**config.mk**
```make
export PLATFORM = sky130hd
export DESIGN_NAME = cdma_status
export DESIGN_NICKNAME = d
export VERILOG_FILES = /design/src/cdma_status_pkg.sv /design/src/cdma_updt_delay.sv /design/src/cdma_wr_idx.sv /design/src/cdma_buf_occupancy.sv /design/src/cdma_status_ctrl.sv /design/src/cdma_status.sv
export VERILOG_INCLUDE_DIRS = /design/src
export SDC_FILE = /design/constraint.sdc
export NUM_CORES = 1
export LEC_CHECK = 0
export BUFFER_PORTS_ARGS = -buffer_cell sky130_fd_sc_hd__buf_2
export CAP_MARGIN = 30
export CELL_PAD_IN_SITES_DETAIL_PLACEMENT = 2
export CELL_PAD_IN_SITES_GLOBAL_PLACEMENT = 2
export CORE_UTILIZATION = 37
export DETAILED_ROUTE_END_ITERATION = 7
export GPL_ROUTABILITY_DRIVEN = 1
export PLACE_DENSITY_LB_ADDON = 0.1
export SLEW_MARGIN = 20
export SYNTH_ARGS = -nofsm -noshare
export SYNTH_HDL_FRONTEND = slang
export SYNTH_HIERARCHICAL = 1
export SYNTH_SLANG_ARGS = --single-unit
```
**constraint.sdc**
```tcl
create_clock -name nvdla_core_clk -period 3.8 [get_ports nvdla_core_clk]
set_input_delay 0.38 -clock nvdla_core_clk [delete_from_list [all_inputs] [get_ports nvdla_core_clk]]
set_output_delay 0.38 -clock nvdla_core_clk [all_outputs]
set_load 0.05 [all_outputs]
```
**src/cdma_status_defines.svh**
```systemverilog
// bank depth must be a power of two and the entry width must hold (bank field max + 1) banks
`ifndef CDMA_STATUS_DEFINES_SVH
`define CDMA_STATUS_DEFINES_SVH

//////////////////////////////////////////////////
// buffer geometry
//////////////////////////////////////////////////

// entry count, free count and write index width
`define CDMA_ENTRY_W 15

// slice count width
`define CDMA_SLICE_W 14

// configured bank field from the register file, holds banks minus one
`define CDMA_BANK_W 5

// log2 of entries per bank, 512 entries
`define CDMA_BANK_DEPTH_LOG2 9

//////////////////////////////////////////////////
// timing
//////////////////////////////////////////////////

// producer update to sc forward, in cycles
`define CDMA_STATUS_LATENCY 9

`endif

```
**src/cdma_status_pkg.sv**
```systemverilog
// types only; widths come from the defines header, which must be compiled with this package
`default_nettype none

`include "cdma_status_defines.svh"

package cdma_status_pkg;

  //////////////////////////////////////////////////
  // counts and indexes
  //////////////////////////////////////////////////

  // entry count, free count, capacity or write index
  typedef logic [`CDMA_ENTRY_W-1:0] entries_t;

  // slice count
  typedef logic [`CDMA_SLICE_W-1:0] slices_t;

  // bank field as programmed, real bank count is this plus one
  typedef logic [`CDMA_BANK_W-1:0] bank_t;

  //////////////////////////////////////////////////
  // producer state and interrupts
  //////////////////////////////////////////////////

  // encoding shared with the fetch engines
  typedef enum logic [1:0] {
    FETCH_IDLE = 2'd0,
    FETCH_PEND = 2'd1,
    FETCH_BUSY = 2'd2,
    FETCH_DONE = 2'd3
  } fetch_state_e;

  // bit 0 to consumer 0, bit 1 to consumer 1
  typedef logic [1:0] intr_t;

endpackage

`default_nettype wire

```
**src/cdma_updt_delay.sv**
```systemverilog
// fixed latency shift with LATENCY of at least one; the payload is only valid with its strobe
`timescale 1ns/1ps
`default_nettype none

`include "cdma_status_defines.svh"

module cdma_updt_delay
  import cdma_status_pkg::*;
#(
  parameter int LATENCY = `CDMA_STATUS_LATENCY
) (
  input  wire      nvdla_core_clk,
  input  wire      rst_n,
  input  wire      in_updt,
  input  entries_t in_entries,
  input  slices_t  in_slices,
  output logic     out_updt,
  output entries_t out_entries,
  output slices_t  out_slices
);

  logic [LATENCY-1:0] updt_q;
  entries_t           entries_q [LATENCY];
  slices_t            slices_q [LATENCY];

  // strobe chain shifts every cycle
  always_ff @(posedge nvdla_core_clk or negedge rst_n) begin
    if (!rst_n) begin
      updt_q <= '0;
    end else begin
      updt_q[0] <= in_updt;
      for (int i = 1; i < LATENCY; i++) begin
        updt_q[i] <= updt_q[i-1];
      end
    end
  end

  // data stages move only behind a strobe and idle stages hold
  always_ff @(posedge nvdla_core_clk or negedge rst_n) begin
    if (!rst_n) begin
      for (int i = 0; i < LATENCY; i++) begin
        entries_q[i] <= '0;
        slices_q[i]  <= '0;
      end
    end else begin
      if (in_updt) begin
        entries_q[0] <= in_entries;
        slices_q[0]  <= in_slices;
      end
      for (int i = 1; i < LATENCY; i++) begin
        if (updt_q[i-1]) begin
          entries_q[i] <= entries_q[i-1];
          slices_q[i]  <= slices_q[i-1];
        end
      end
    end
  end

  assign out_updt    = updt_q[LATENCY-1];
  assign out_entries = entries_q[LATENCY-1];
  assign out_slices  = slices_q[LATENCY-1];

endmodule

`default_nettype wire

```
**src/cdma_wr_idx.sv**
```systemverilog
// a single add must be smaller than capacity, the index wraps at most once per add
`timescale 1ns/1ps
`default_nettype none

`include "cdma_status_defines.svh"

module cdma_wr_idx
  import cdma_status_pkg::*;
(
  input  wire      nvdla_core_clk,
  input  wire      rst_n,
  input  wire      add_updt,
  input  entries_t add_entries,
  input  wire      clear,
  input  entries_t capacity,
  output entries_t wr_idx
);

  logic [`CDMA_ENTRY_W:0] idx_inc;
  logic                   idx_overflow;
  entries_t               idx_wrap;
  entries_t               wr_idx_w;

  //////////////////////////////////////////////////
  // advance and wrap
  //////////////////////////////////////////////////

  // one bit wider so the compare sees sums past the entry range
  assign idx_inc      = {1'b0, wr_idx} + {1'b0, add_entries};
  assign idx_overflow = (idx_inc >= {1'b0, capacity});
  // modular subtract, the dropped top bit cancels out
  assign idx_wrap     = idx_inc[`CDMA_ENTRY_W-1:0] - capacity;

  assign wr_idx_w = clear        ? '0 :
                    idx_overflow ? idx_wrap :
                    idx_inc[`CDMA_ENTRY_W-1:0];

  always_ff @(posedge nvdla_core_clk or negedge rst_n) begin
    if (!rst_n) begin
      wr_idx <= '0;
    end else if (add_updt || clear) begin
      wr_idx <= wr_idx_w;
    end
  end

  //////////////////////////////////////////////////
  // checks
  //////////////////////////////////////////////////

  // after any write the index points inside the buffer
  a_idx_in_capacity: assert property (@(posedge nvdla_core_clk) disable iff (!rst_n)
    (add_updt && !clear) |=> wr_idx < $past(capacity));

endmodule

`default_nettype wire

```
**src/cdma_buf_occupancy.sv**
```systemverilog
// sc releases must never exceed what was written; clear wins over add and release in one cycle
`timescale 1ns/1ps
`default_nettype none

`include "cdma_status_defines.svh"

module cdma_buf_occupancy
  import cdma_status_pkg::*;
(
  input  wire      nvdla_core_clk,
  input  wire      rst_n,
  input  wire      add_updt,
  input  entries_t add_entries,
  input  slices_t  add_slices,
  input  wire      sc_dat_updt,
  input  entries_t sc_dat_entries,
  input  slices_t  sc_dat_slices,
  input  wire      clear,
  input  entries_t capacity,
  output slices_t  valid_slices,
  output entries_t free_entries
);

  logic     update_all;
  entries_t entries_add;
  entries_t entries_sub;
  slices_t  slices_add;
  slices_t  slices_sub;
  entries_t valid_entries;
  entries_t valid_entries_w;
  slices_t  valid_slices_w;
  logic     entries_carry;
  logic     slices_carry;

  //////////////////////////////////////////////////
  // next counts
  //////////////////////////////////////////////////

  assign update_all  = add_updt | sc_dat_updt | clear;

  assign entries_add = add_updt ? add_entries : '0;
  assign slices_add  = add_updt ? add_slices : '0;
  assign entries_sub = sc_dat_updt ? sc_dat_entries : '0;
  assign slices_sub  = sc_dat_updt ? sc_dat_slices : '0;

  // extra top bit catches wrap in either direction
  assign {entries_carry, valid_entries_w} = clear ? '0 :
    {1'b0, valid_entries} + {1'b0, entries_add} - {1'b0, entries_sub};
  assign {slices_carry, valid_slices_w} = clear ? '0 :
    {1'b0, valid_slices} + {1'b0, slices_add} - {1'b0, slices_sub};

  //////////////////////////////////////////////////
  // registers
  //////////////////////////////////////////////////

  always_ff @(posedge nvdla_core_clk or negedge rst_n) begin
    if (!rst_n) begin
      valid_entries <= '0;
      valid_slices  <= '0;
      free_entries  <= '0;
    end else begin
      if (update_all) begin
        valid_entries <= valid_entries_w;
        valid_slices  <= valid_slices_w;
      end
      // free space tracks the next count, so it lands with the counters
      free_entries <= capacity - valid_entries_w;
    end
  end

  //////////////////////////////////////////////////
  // checks
  //////////////////////////////////////////////////

  a_no_count_wrap: assert property (@(posedge nvdla_core_clk) disable iff (!rst_n)
    update_all |-> !(entries_carry | slices_carry));

  // producers only write into free space
  a_entries_in_capacity: assert property (@(posedge nvdla_core_clk) disable iff (!rst_n)
    add_updt |=> valid_entries <= $past(capacity));

endmodule

`default_nettype wire

```
**src/cdma_status_ctrl.sv**
```systemverilog
// producers must not strobe together; capacity is zero until op_en has been seen once after reset
`timescale 1ns/1ps
`default_nettype none

`include "cdma_status_defines.svh"

module cdma_status_ctrl
  import cdma_status_pkg::*;
(
  input  wire          nvdla_core_clk,
  input  wire          rst_n,
  input  wire          op_en,
  input  wire          consumer,
  input  bank_t        data_bank,
  input  fetch_state_e dc_state,
  input  fetch_state_e img_state,
  input  fetch_state_e wt_state,
  input  wire          dc_dat_updt,
  input  wire          img_dat_updt,
  input  entries_t     dc_dat_entries,
  input  entries_t     img_dat_entries,
  input  slices_t      dc_dat_slices,
  input  slices_t      img_dat_slices,
  input  wire          sc_dat_pending_req,
  output logic         add_updt,
  output entries_t     add_entries,
  output slices_t      add_slices,
  output entries_t     capacity,
  output logic         clear,
  output logic         pending_ack,
  output logic         fsm_switch,
  output intr_t        wt_done_intr,
  output intr_t        dat_done_intr
);

  localparam int REAL_BANK_W = `CDMA_BANK_W + 1;

  logic                   wt_done;
  logic                   dat_done;
  logic                   any_pend;
  logic                   wt_done_d1;
  logic                   dat_done_d1;
  logic                   fsm_switch_w;
  logic                   pending_req;
  logic [REAL_BANK_W-1:0] real_bank;
  logic [REAL_BANK_W-1:0] real_bank_w;

  //////////////////////////////////////////////////
  // state decode
  //////////////////////////////////////////////////

  assign wt_done  = (wt_state == FETCH_DONE);
  // data side is done when whichever producer runs the layer is done
  assign dat_done = (dc_state == FETCH_DONE) | (img_state == FETCH_DONE);
  assign any_pend = (dc_state == FETCH_PEND) | (img_state == FETCH_PEND);

  // single pulse, held off by its own registered copy
  assign fsm_switch_w = op_en & ~fsm_switch & wt_done & dat_done;

  always_ff @(posedge nvdla_core_clk or negedge rst_n) begin
    if (!rst_n) begin
      fsm_switch    <= 1'b0;
      wt_done_d1    <= 1'b0;
      dat_done_d1   <= 1'b0;
      wt_done_intr  <= '0;
      dat_done_intr <= '0;
    end else begin
      fsm_switch    <= fsm_switch_w;
      wt_done_d1    <= op_en & wt_done;
      dat_done_d1   <= op_en & dat_done;
      // rising edge of done, steered to the selected consumer
      wt_done_intr  <= {op_en & consumer & ~wt_done_d1 & wt_done,
                        op_en & ~consumer & ~wt_done_d1 & wt_done};
      dat_done_intr <= {op_en & consumer & ~dat_done_d1 & dat_done,
                        op_en & ~consumer & ~dat_done_d1 & dat_done};
    end
  end

  //////////////////////////////////////////////////
  // update merge
  //////////////////////////////////////////////////

  assign add_updt    = dc_dat_updt | img_dat_updt;
  // and-or mux, only one producer strobes at a time
  assign add_entries = ({`CDMA_ENTRY_W{dc_dat_updt}} & dc_dat_entries) |
                       ({`CDMA_ENTRY_W{img_dat_updt}} & img_dat_entries);
  assign add_slices  = ({`CDMA_SLICE_W{dc_dat_updt}} & dc_dat_slices) |
                       ({`CDMA_SLICE_W{img_dat_updt}} & img_dat_slices);

  //////////////////////////////////////////////////
  // bank capacity and pending handshake
  //////////////////////////////////////////////////

  assign real_bank_w = {1'b0, data_bank} + 1'b1;
  // capacity is real banks times bank depth, a plain shift
  assign capacity    = {real_bank, {`CDMA_BANK_DEPTH_LOG2{1'b0}}};

  always_ff @(posedge nvdla_core_clk or negedge rst_n) begin
    if (!rst_n) begin
      real_bank   <= '0;
      pending_ack <= 1'b0;
      pending_req <= 1'b0;
    end else begin
      // bank count only follows the register while a layer is enabled
      if (op_en && (real_bank_w != real_bank)) begin
        real_bank <= real_bank_w;
      end
      pending_ack <= op_en & any_pend;
      pending_req <= sc_dat_pending_req;
    end
  end

  // both sides agree, flush the buffer status
  assign clear = pending_ack & pending_req;

  //////////////////////////////////////////////////
  // checks
  //////////////////////////////////////////////////

  a_no_done_without_op_en: assert property (@(posedge nvdla_core_clk) disable iff (!rst_n)
    !op_en |-> !(wt_done | dat_done));

  a_one_producer_strobe: assert property (@(posedge nvdla_core_clk) disable iff (!rst_n)
    !(dc_dat_updt & img_dat_updt));

  // producers are parked in pend while the sc drains, so no writes may arrive
  a_no_add_while_ack: assert property (@(posedge nvdla_core_clk) disable iff (!rst_n)
    pending_ack |-> !add_updt);

endmodule

`default_nettype wire

```
**src/cdma_status.sv**
```systemverilog
// buffer status top; dc and img must not strobe in the same cycle, no back-pressure to the sc
`timescale 1ns/1ps
`default_nettype none

`include "cdma_status_defines.svh"

module cdma_status
  import cdma_status_pkg::*;
(
  input  wire          nvdla_core_clk,
  input  wire          rst_n,
  // producers
  input  wire          dc_dat_updt,
  input  entries_t     dc_dat_entries,
  input  slices_t      dc_dat_slices,
  input  fetch_state_e dc_state,
  input  wire          img_dat_updt,
  input  entries_t     img_dat_entries,
  input  slices_t      img_dat_slices,
  input  fetch_state_e img_state,
  input  fetch_state_e wt_state,
  // sc release and pending request
  input  wire          sc_dat_updt,
  input  entries_t     sc_dat_entries,
  input  slices_t      sc_dat_slices,
  input  wire          sc_dat_pending_req,
  // register file
  input  wire          op_en,
  input  bank_t        data_bank,
  input  wire          consumer,
  // forward to the sc
  output logic         sc_fwd_updt,
  output entries_t     sc_fwd_entries,
  output slices_t      sc_fwd_slices,
  // status to the fetch engines
  output slices_t      valid_slices,
  output entries_t     free_entries,
  output entries_t     wr_idx,
  output logic         pending_ack,
  output logic         fsm_switch,
  output logic         dp_done,
  output intr_t        wt_done_intr,
  output intr_t        dat_done_intr
);

  logic     add_updt;
  entries_t add_entries;
  slices_t  add_slices;
  entries_t capacity;
  logic     clear;

  //////////////////////////////////////////////////
  // control
  //////////////////////////////////////////////////

  cdma_status_ctrl u_ctrl (
    .nvdla_core_clk     (nvdla_core_clk),
    .rst_n              (rst_n),
    .op_en              (op_en),
    .consumer           (consumer),
    .data_bank          (data_bank),
    .dc_state           (dc_state),
    .img_state          (img_state),
    .wt_state           (wt_state),
    .dc_dat_updt        (dc_dat_updt),
    .img_dat_updt       (img_dat_updt),
    .dc_dat_entries     (dc_dat_entries),
    .img_dat_entries    (img_dat_entries),
    .dc_dat_slices      (dc_dat_slices),
    .img_dat_slices     (img_dat_slices),
    .sc_dat_pending_req (sc_dat_pending_req),
    .add_updt           (add_updt),
    .add_entries        (add_entries),
    .add_slices         (add_slices),
    .capacity           (capacity),
    .clear              (clear),
    .pending_ack        (pending_ack),
    .fsm_switch         (fsm_switch),
    .wt_done_intr       (wt_done_intr),
    .dat_done_intr      (dat_done_intr)
  );

  // register view of layer done is the fsm switch pulse
  assign dp_done = fsm_switch;

  //////////////////////////////////////////////////
  // datapath
  //////////////////////////////////////////////////

  cdma_buf_occupancy u_occupancy (
    .nvdla_core_clk (nvdla_core_clk),
    .rst_n          (rst_n),
    .add_updt       (add_updt),
    .add_entries    (add_entries),
    .add_slices     (add_slices),
    .sc_dat_updt    (sc_dat_updt),
    .sc_dat_entries (sc_dat_entries),
    .sc_dat_slices  (sc_dat_slices),
    .clear          (clear),
    .capacity       (capacity),
    .valid_slices   (valid_slices),
    .free_entries   (free_entries)
  );

  cdma_wr_idx u_wr_idx (
    .nvdla_core_clk (nvdla_core_clk),
    .rst_n          (rst_n),
    .add_updt       (add_updt),
    .add_entries    (add_entries),
    .clear          (clear),
    .capacity       (capacity),
    .wr_idx         (wr_idx)
  );

  cdma_updt_delay #(
    .LATENCY (`CDMA_STATUS_LATENCY)
  ) u_updt_delay (
    .nvdla_core_clk (nvdla_core_clk),
    .rst_n          (rst_n),
    .in_updt        (add_updt),
    .in_entries     (add_entries),
    .in_slices      (add_slices),
    .out_updt       (sc_fwd_updt),
    .out_entries    (sc_fwd_entries),
    .out_slices     (sc_fwd_slices)
  );

endmodule

`default_nettype wire

```
==> results_dict.tcl <==
set metrics [dict create \
    worstPathRequired_ns 4.24 \
    syn_area_per_cell_um2 12.0 \
    whs_ns 0.0715 \
    drc 0 \
    cts_made_buffers 42 \
    hpwl_um 42700 \
    clock-sinks 344 \
    wl_um 58800 \
    syn_inst 1549 \
    fmaxAchievable_mhz 242 \
    num_vias 13329 \
    cts_root_buf "clkbuf_16" \
    max-slew-margin-rel_pct 42.3 \
    maxCapViolations 0 \
    grtUsageMet2_pct 40.8 \
    gr-usage-met3_pct 3.50 \
    yosysSeqAreaShare_pct 46.4 \
    io_pins 187 \
    critPathSlowestCell "dfrtp_2" \
    final-seq-area_um2 8610 \
    finalPower_mw 26.4 \
    clock_skew_ns 0.0128 \
    syn_to_final_growth_pct 28.7 \
    place.gp.congestion 0.882 \
    hold_class "input port to flip-flop" \
    grt_overflow 0 \
    grtUsageMet1_pct 29.8 \
    htreeDepth 2 \
    finalSetupViolCount 15 \
    drtIter0Drc 449 \
    clk_latency_ns 0.58 \
    row_count 81 \
    end_kind "flip-flop" \
    placed_area_um2 21700 \
    synth_warnings 6 \
    grt_pass1_vias 14935 \
    worstSetupStartpointType "flip-flop" \
    status "complete, but fails checks" \
    final_max_slew_viol_count 0 \
    synth-seq-cells 344 \
    cp_max_fo 4 \
    antenna_found_initial 1 \
    synthArstFlopShare_pct 100 \
    netlist_area_um2 18600 \
    cts_tree "done" \
    ir_worst_vdd_v 0.000671 \
    nFillCells 4904 \
    clk_pin_slew_worst_paths_ns 0.05 \
    grt_max_degree 109 \
    violations "negative setup slack" \
    die_area_um2 51000 \
    synth_edf_count 0 \
    timing.final.ws_setup_ns -0.327 \
    worstSetupPathType "flip-flop to flip-flop" \
    portBuffers 186 \
    chipWidth_um 226 \
    dr.pass1.iters 4 \
    cts_buffer_depth 3 \
    crit_chain "ha_4 > fa_2 > a211oi_2 > nor2_2 > a221oi_2 > buf_4 > xnor2_4 > ha_4 > a21o_1 > a221o_1 > buf_6 > a31o_4 > a221oi_4 > xor2_1 > nor3_2 > a221o_1" \
    finish.instance_area_um2 23900 \
    multi_input_area_um2 9490 \
    hold_viol_final 0 \
    period_needed_ns 4.13 \
    die_h_um 226 \
    grt_use_total_pct 23.2 \
    ant_nets 0 \
    worst_pin_slew_ns 0.865 \
    wire_per_inst_um 22.2 \
    max_stage_delay_ns 0.46 \
    viasPerCell 5.03 \
    drive_above_1_share_pct 45.7 \
    busiest_layer "met2" \
    p_leak_nw 11.5 \
    fin_crit_sh_pct 109 \
    yosysUniqueCellTypes 84 \
    rsz0062_at_grt "yes" \
    ys.flop_type "dfrtp_1" \
    power.density_nw_per_um2 1110 \
    initial_core_util_pct 37.7 \
    crit_arrival_ns 4.57 \
    core_um2 49200 \
    grt_pass1_wl_um 89800 \
    final_nets 2167 \
]
## per-layer routing
metal / vias up / share of wire (%)
met5: - / 0
met4: 0 / 2.0
met3: 71 / 3.1
met2: 197 / 51
met1: 6915 / 44
li1: 6146 / -
## layout by cell type (no fill, tap or decap), types with 8 or more instances in the layout
cell       count
dfrtp_1      339
nand2_1       80
a21o_1        21
nor2_1        57
a21oi_2       15
fa_1          28
xnor2_1       29
mux2_2       176
buf_2        182
a22o_1        28
xor2_1        25
conb_1         9
and2_1        32
buf_6          9
buf_4        250
ha_4          19
inv_1        123
nand3_1       17
clkbuf_16     42
o21ai_1       10
o21ai_0       34
clkbuf_8       8
a21oi_1       44
o21a_1         8
nor2b_1        9
o21bai_1       9
nor3_1         9
mux2_4        91
nand2b_1      13
a211oi_1      14
ha_1          53
mux2i_1        9
clkbuf_1       9
## cells by family after synthesis
| kind of cell | count (synthesis) | synth area share (%) |
|---|---|---|
| compound gates | 255 | 9.64 |
| xor+xnor | 58 | 2.74 |
| fa+ha+maj | 105 | 8.29 |
| buf+inv | 223 | 6.43 |
| flops | 344 | 46.4 |
| mux | 281 | 18.8 |
| other cells | 1 | 0.0202 |
| simple gates | 282 | 7.70 |
## cells in the mapped netlist (6+ instances only)
library cell    n  area, µm²
nor2_1         61        229
o21ai_0        36        180
buf_6          23        259
xor2_1         25        219
or3_1           7       43.8
clkbuf_1       20       75.1
o21a_1          9       67.6
nand3_1        20        100
mux2_2        177       1990
inv_1         126        473
or2_2           8       50.1
nand4_1         6       37.5
dfrtp_1       344       8610
o31ai_1         9       67.6
ha_1           74        926
and2_1         33        206
a211oi_1       20        150
a22o_1         30        263
buf_2          11       55.1
mux2_4         90       1350
nand2b_1       13       81.3
fa_1           30        601
mux2i_1        14        140
nor3_1         12       60.1
o21ai_1         9       45.0
buf_4          39        293
xnor2_1        33        289
a21o_1         21        158
nand2_1        84        315
o21bai_1        9       67.6
a21oi_1        58        290
nor2b_1         9       56.3
## metrics by stage
step,setup TNS [ns],utilization (%),instances,worst slack (ns)
3_3_place_gp,-15.07,44.0,2542,-0.757
2_1_floorplan,-5.98,-,1557,-0.438
4_1_cts,-3.39,47.6,2636,-0.330
5_1_grt,-5.27,48.6,2650,-0.414
3_5_place_dp,-18.39,44.1,2543,-0.897
6_report,-3.53,48.6,2651,-0.327
## state kept, by name, indices dropped and copies added, names as in the netlist, 2 cells and up
| name | flops |
|---|---|
| u_updt_delay/entries_q | 120 |
| u_updt_delay/slices_q | 112 |
| u_occupancy/free_entries | 15 |
| u_occupancy/valid_entries | 15 |
| u_updt_delay/out_entries | 15 |
| u_wr_idx/wr_idx | 15 |
| u_occupancy/valid_slices | 14 |
| u_updt_delay/out_slices | 14 |
| u_updt_delay/updt_q | 9 |
| u_ctrl/real_bank | 6 |
| u_ctrl/dat_done_intr | 2 |
| u_ctrl/wt_done_intr | 2 |
## critical path, delay by kind of cell (launching register included)
kind                       cells  cell delay (ns)
buffers and inverters          2             0.37
xor gates and xnor gates       2             0.33
DFF                            1             0.46
AOI/OAI and AO/OA              7             1.89
adders and majority gates      3             0.81
and+or+nand+nor                2             0.15
## path summary, 6_finish.rpt
| check | startpoint | slack [ns] | endpoint | cells past startpoint |
|---|---|---|---|---|
| max | u_wr_idx/wr_idx[0]$_DFFE_PN0P_ | -0.33 | u_wr_idx/wr_idx[13]$_DFFE_PN0P_ | 16 |
| min | data_bank[0] | 0.07 | u_ctrl/real_bank[0]$_DFFE_PN0P_ | 2 |
| max reg2reg | u_wr_idx/wr_idx[0]$_DFFE_PN0P_ | -0.33 | u_wr_idx/wr_idx[13]$_DFFE_PN0P_ | 16 |
| min reg2reg | u_ctrl/dat_done_d1$_DFF_PN0_ | 0.43 | u_ctrl/dat_done_intr[0]$_DFF_PN0_ | 1 |
| max in group asynchronous | rst_n | 2.29 | u_occupancy/valid_slices[11]$_DFFE_PN0P_ | 3 |
| min in group asynchronous | rst_n | 0.47 | u_updt_delay/out_entries[13]$_DFFE_PN0P_ | 2 |
## power by group
| part | total (mW) | leakage, nW | switching [mW] | internal, mW |
|---|---|---|---|---|
| Combinational | 16.8 | 6.69 | 8.79 | 8.03 |
| Clock | 4.08 | 0.682 | 1.67 | 2.41 |
| Sequential | 5.49 | 4.12 | 0.712 | 4.78 |
## what timing repair did
| item | CTS | global route |
|---|---|---|
| hold buffers | 3 | 0 |
| endpoints found under the setup margin | 20 | 19 |
| gates resized for setup | 41 | 59 |
| endpoints found under the hold margin | 107 | 0 |
| buffers inserted | 18 | 13 |
| pin swaps | 40 | 60 |
## cell type report
type,count,share of cell area (%)
multi-input cells,990,39.7
flip-flops and latches,344,36.1
repair buffers,453,12.9
clock buffers,59,5.01
well taps,664,3.48
inverters,126,1.98
clock inverters,14,0.818
diodes,1,0.0105
(Power assumes the default switching activity.)
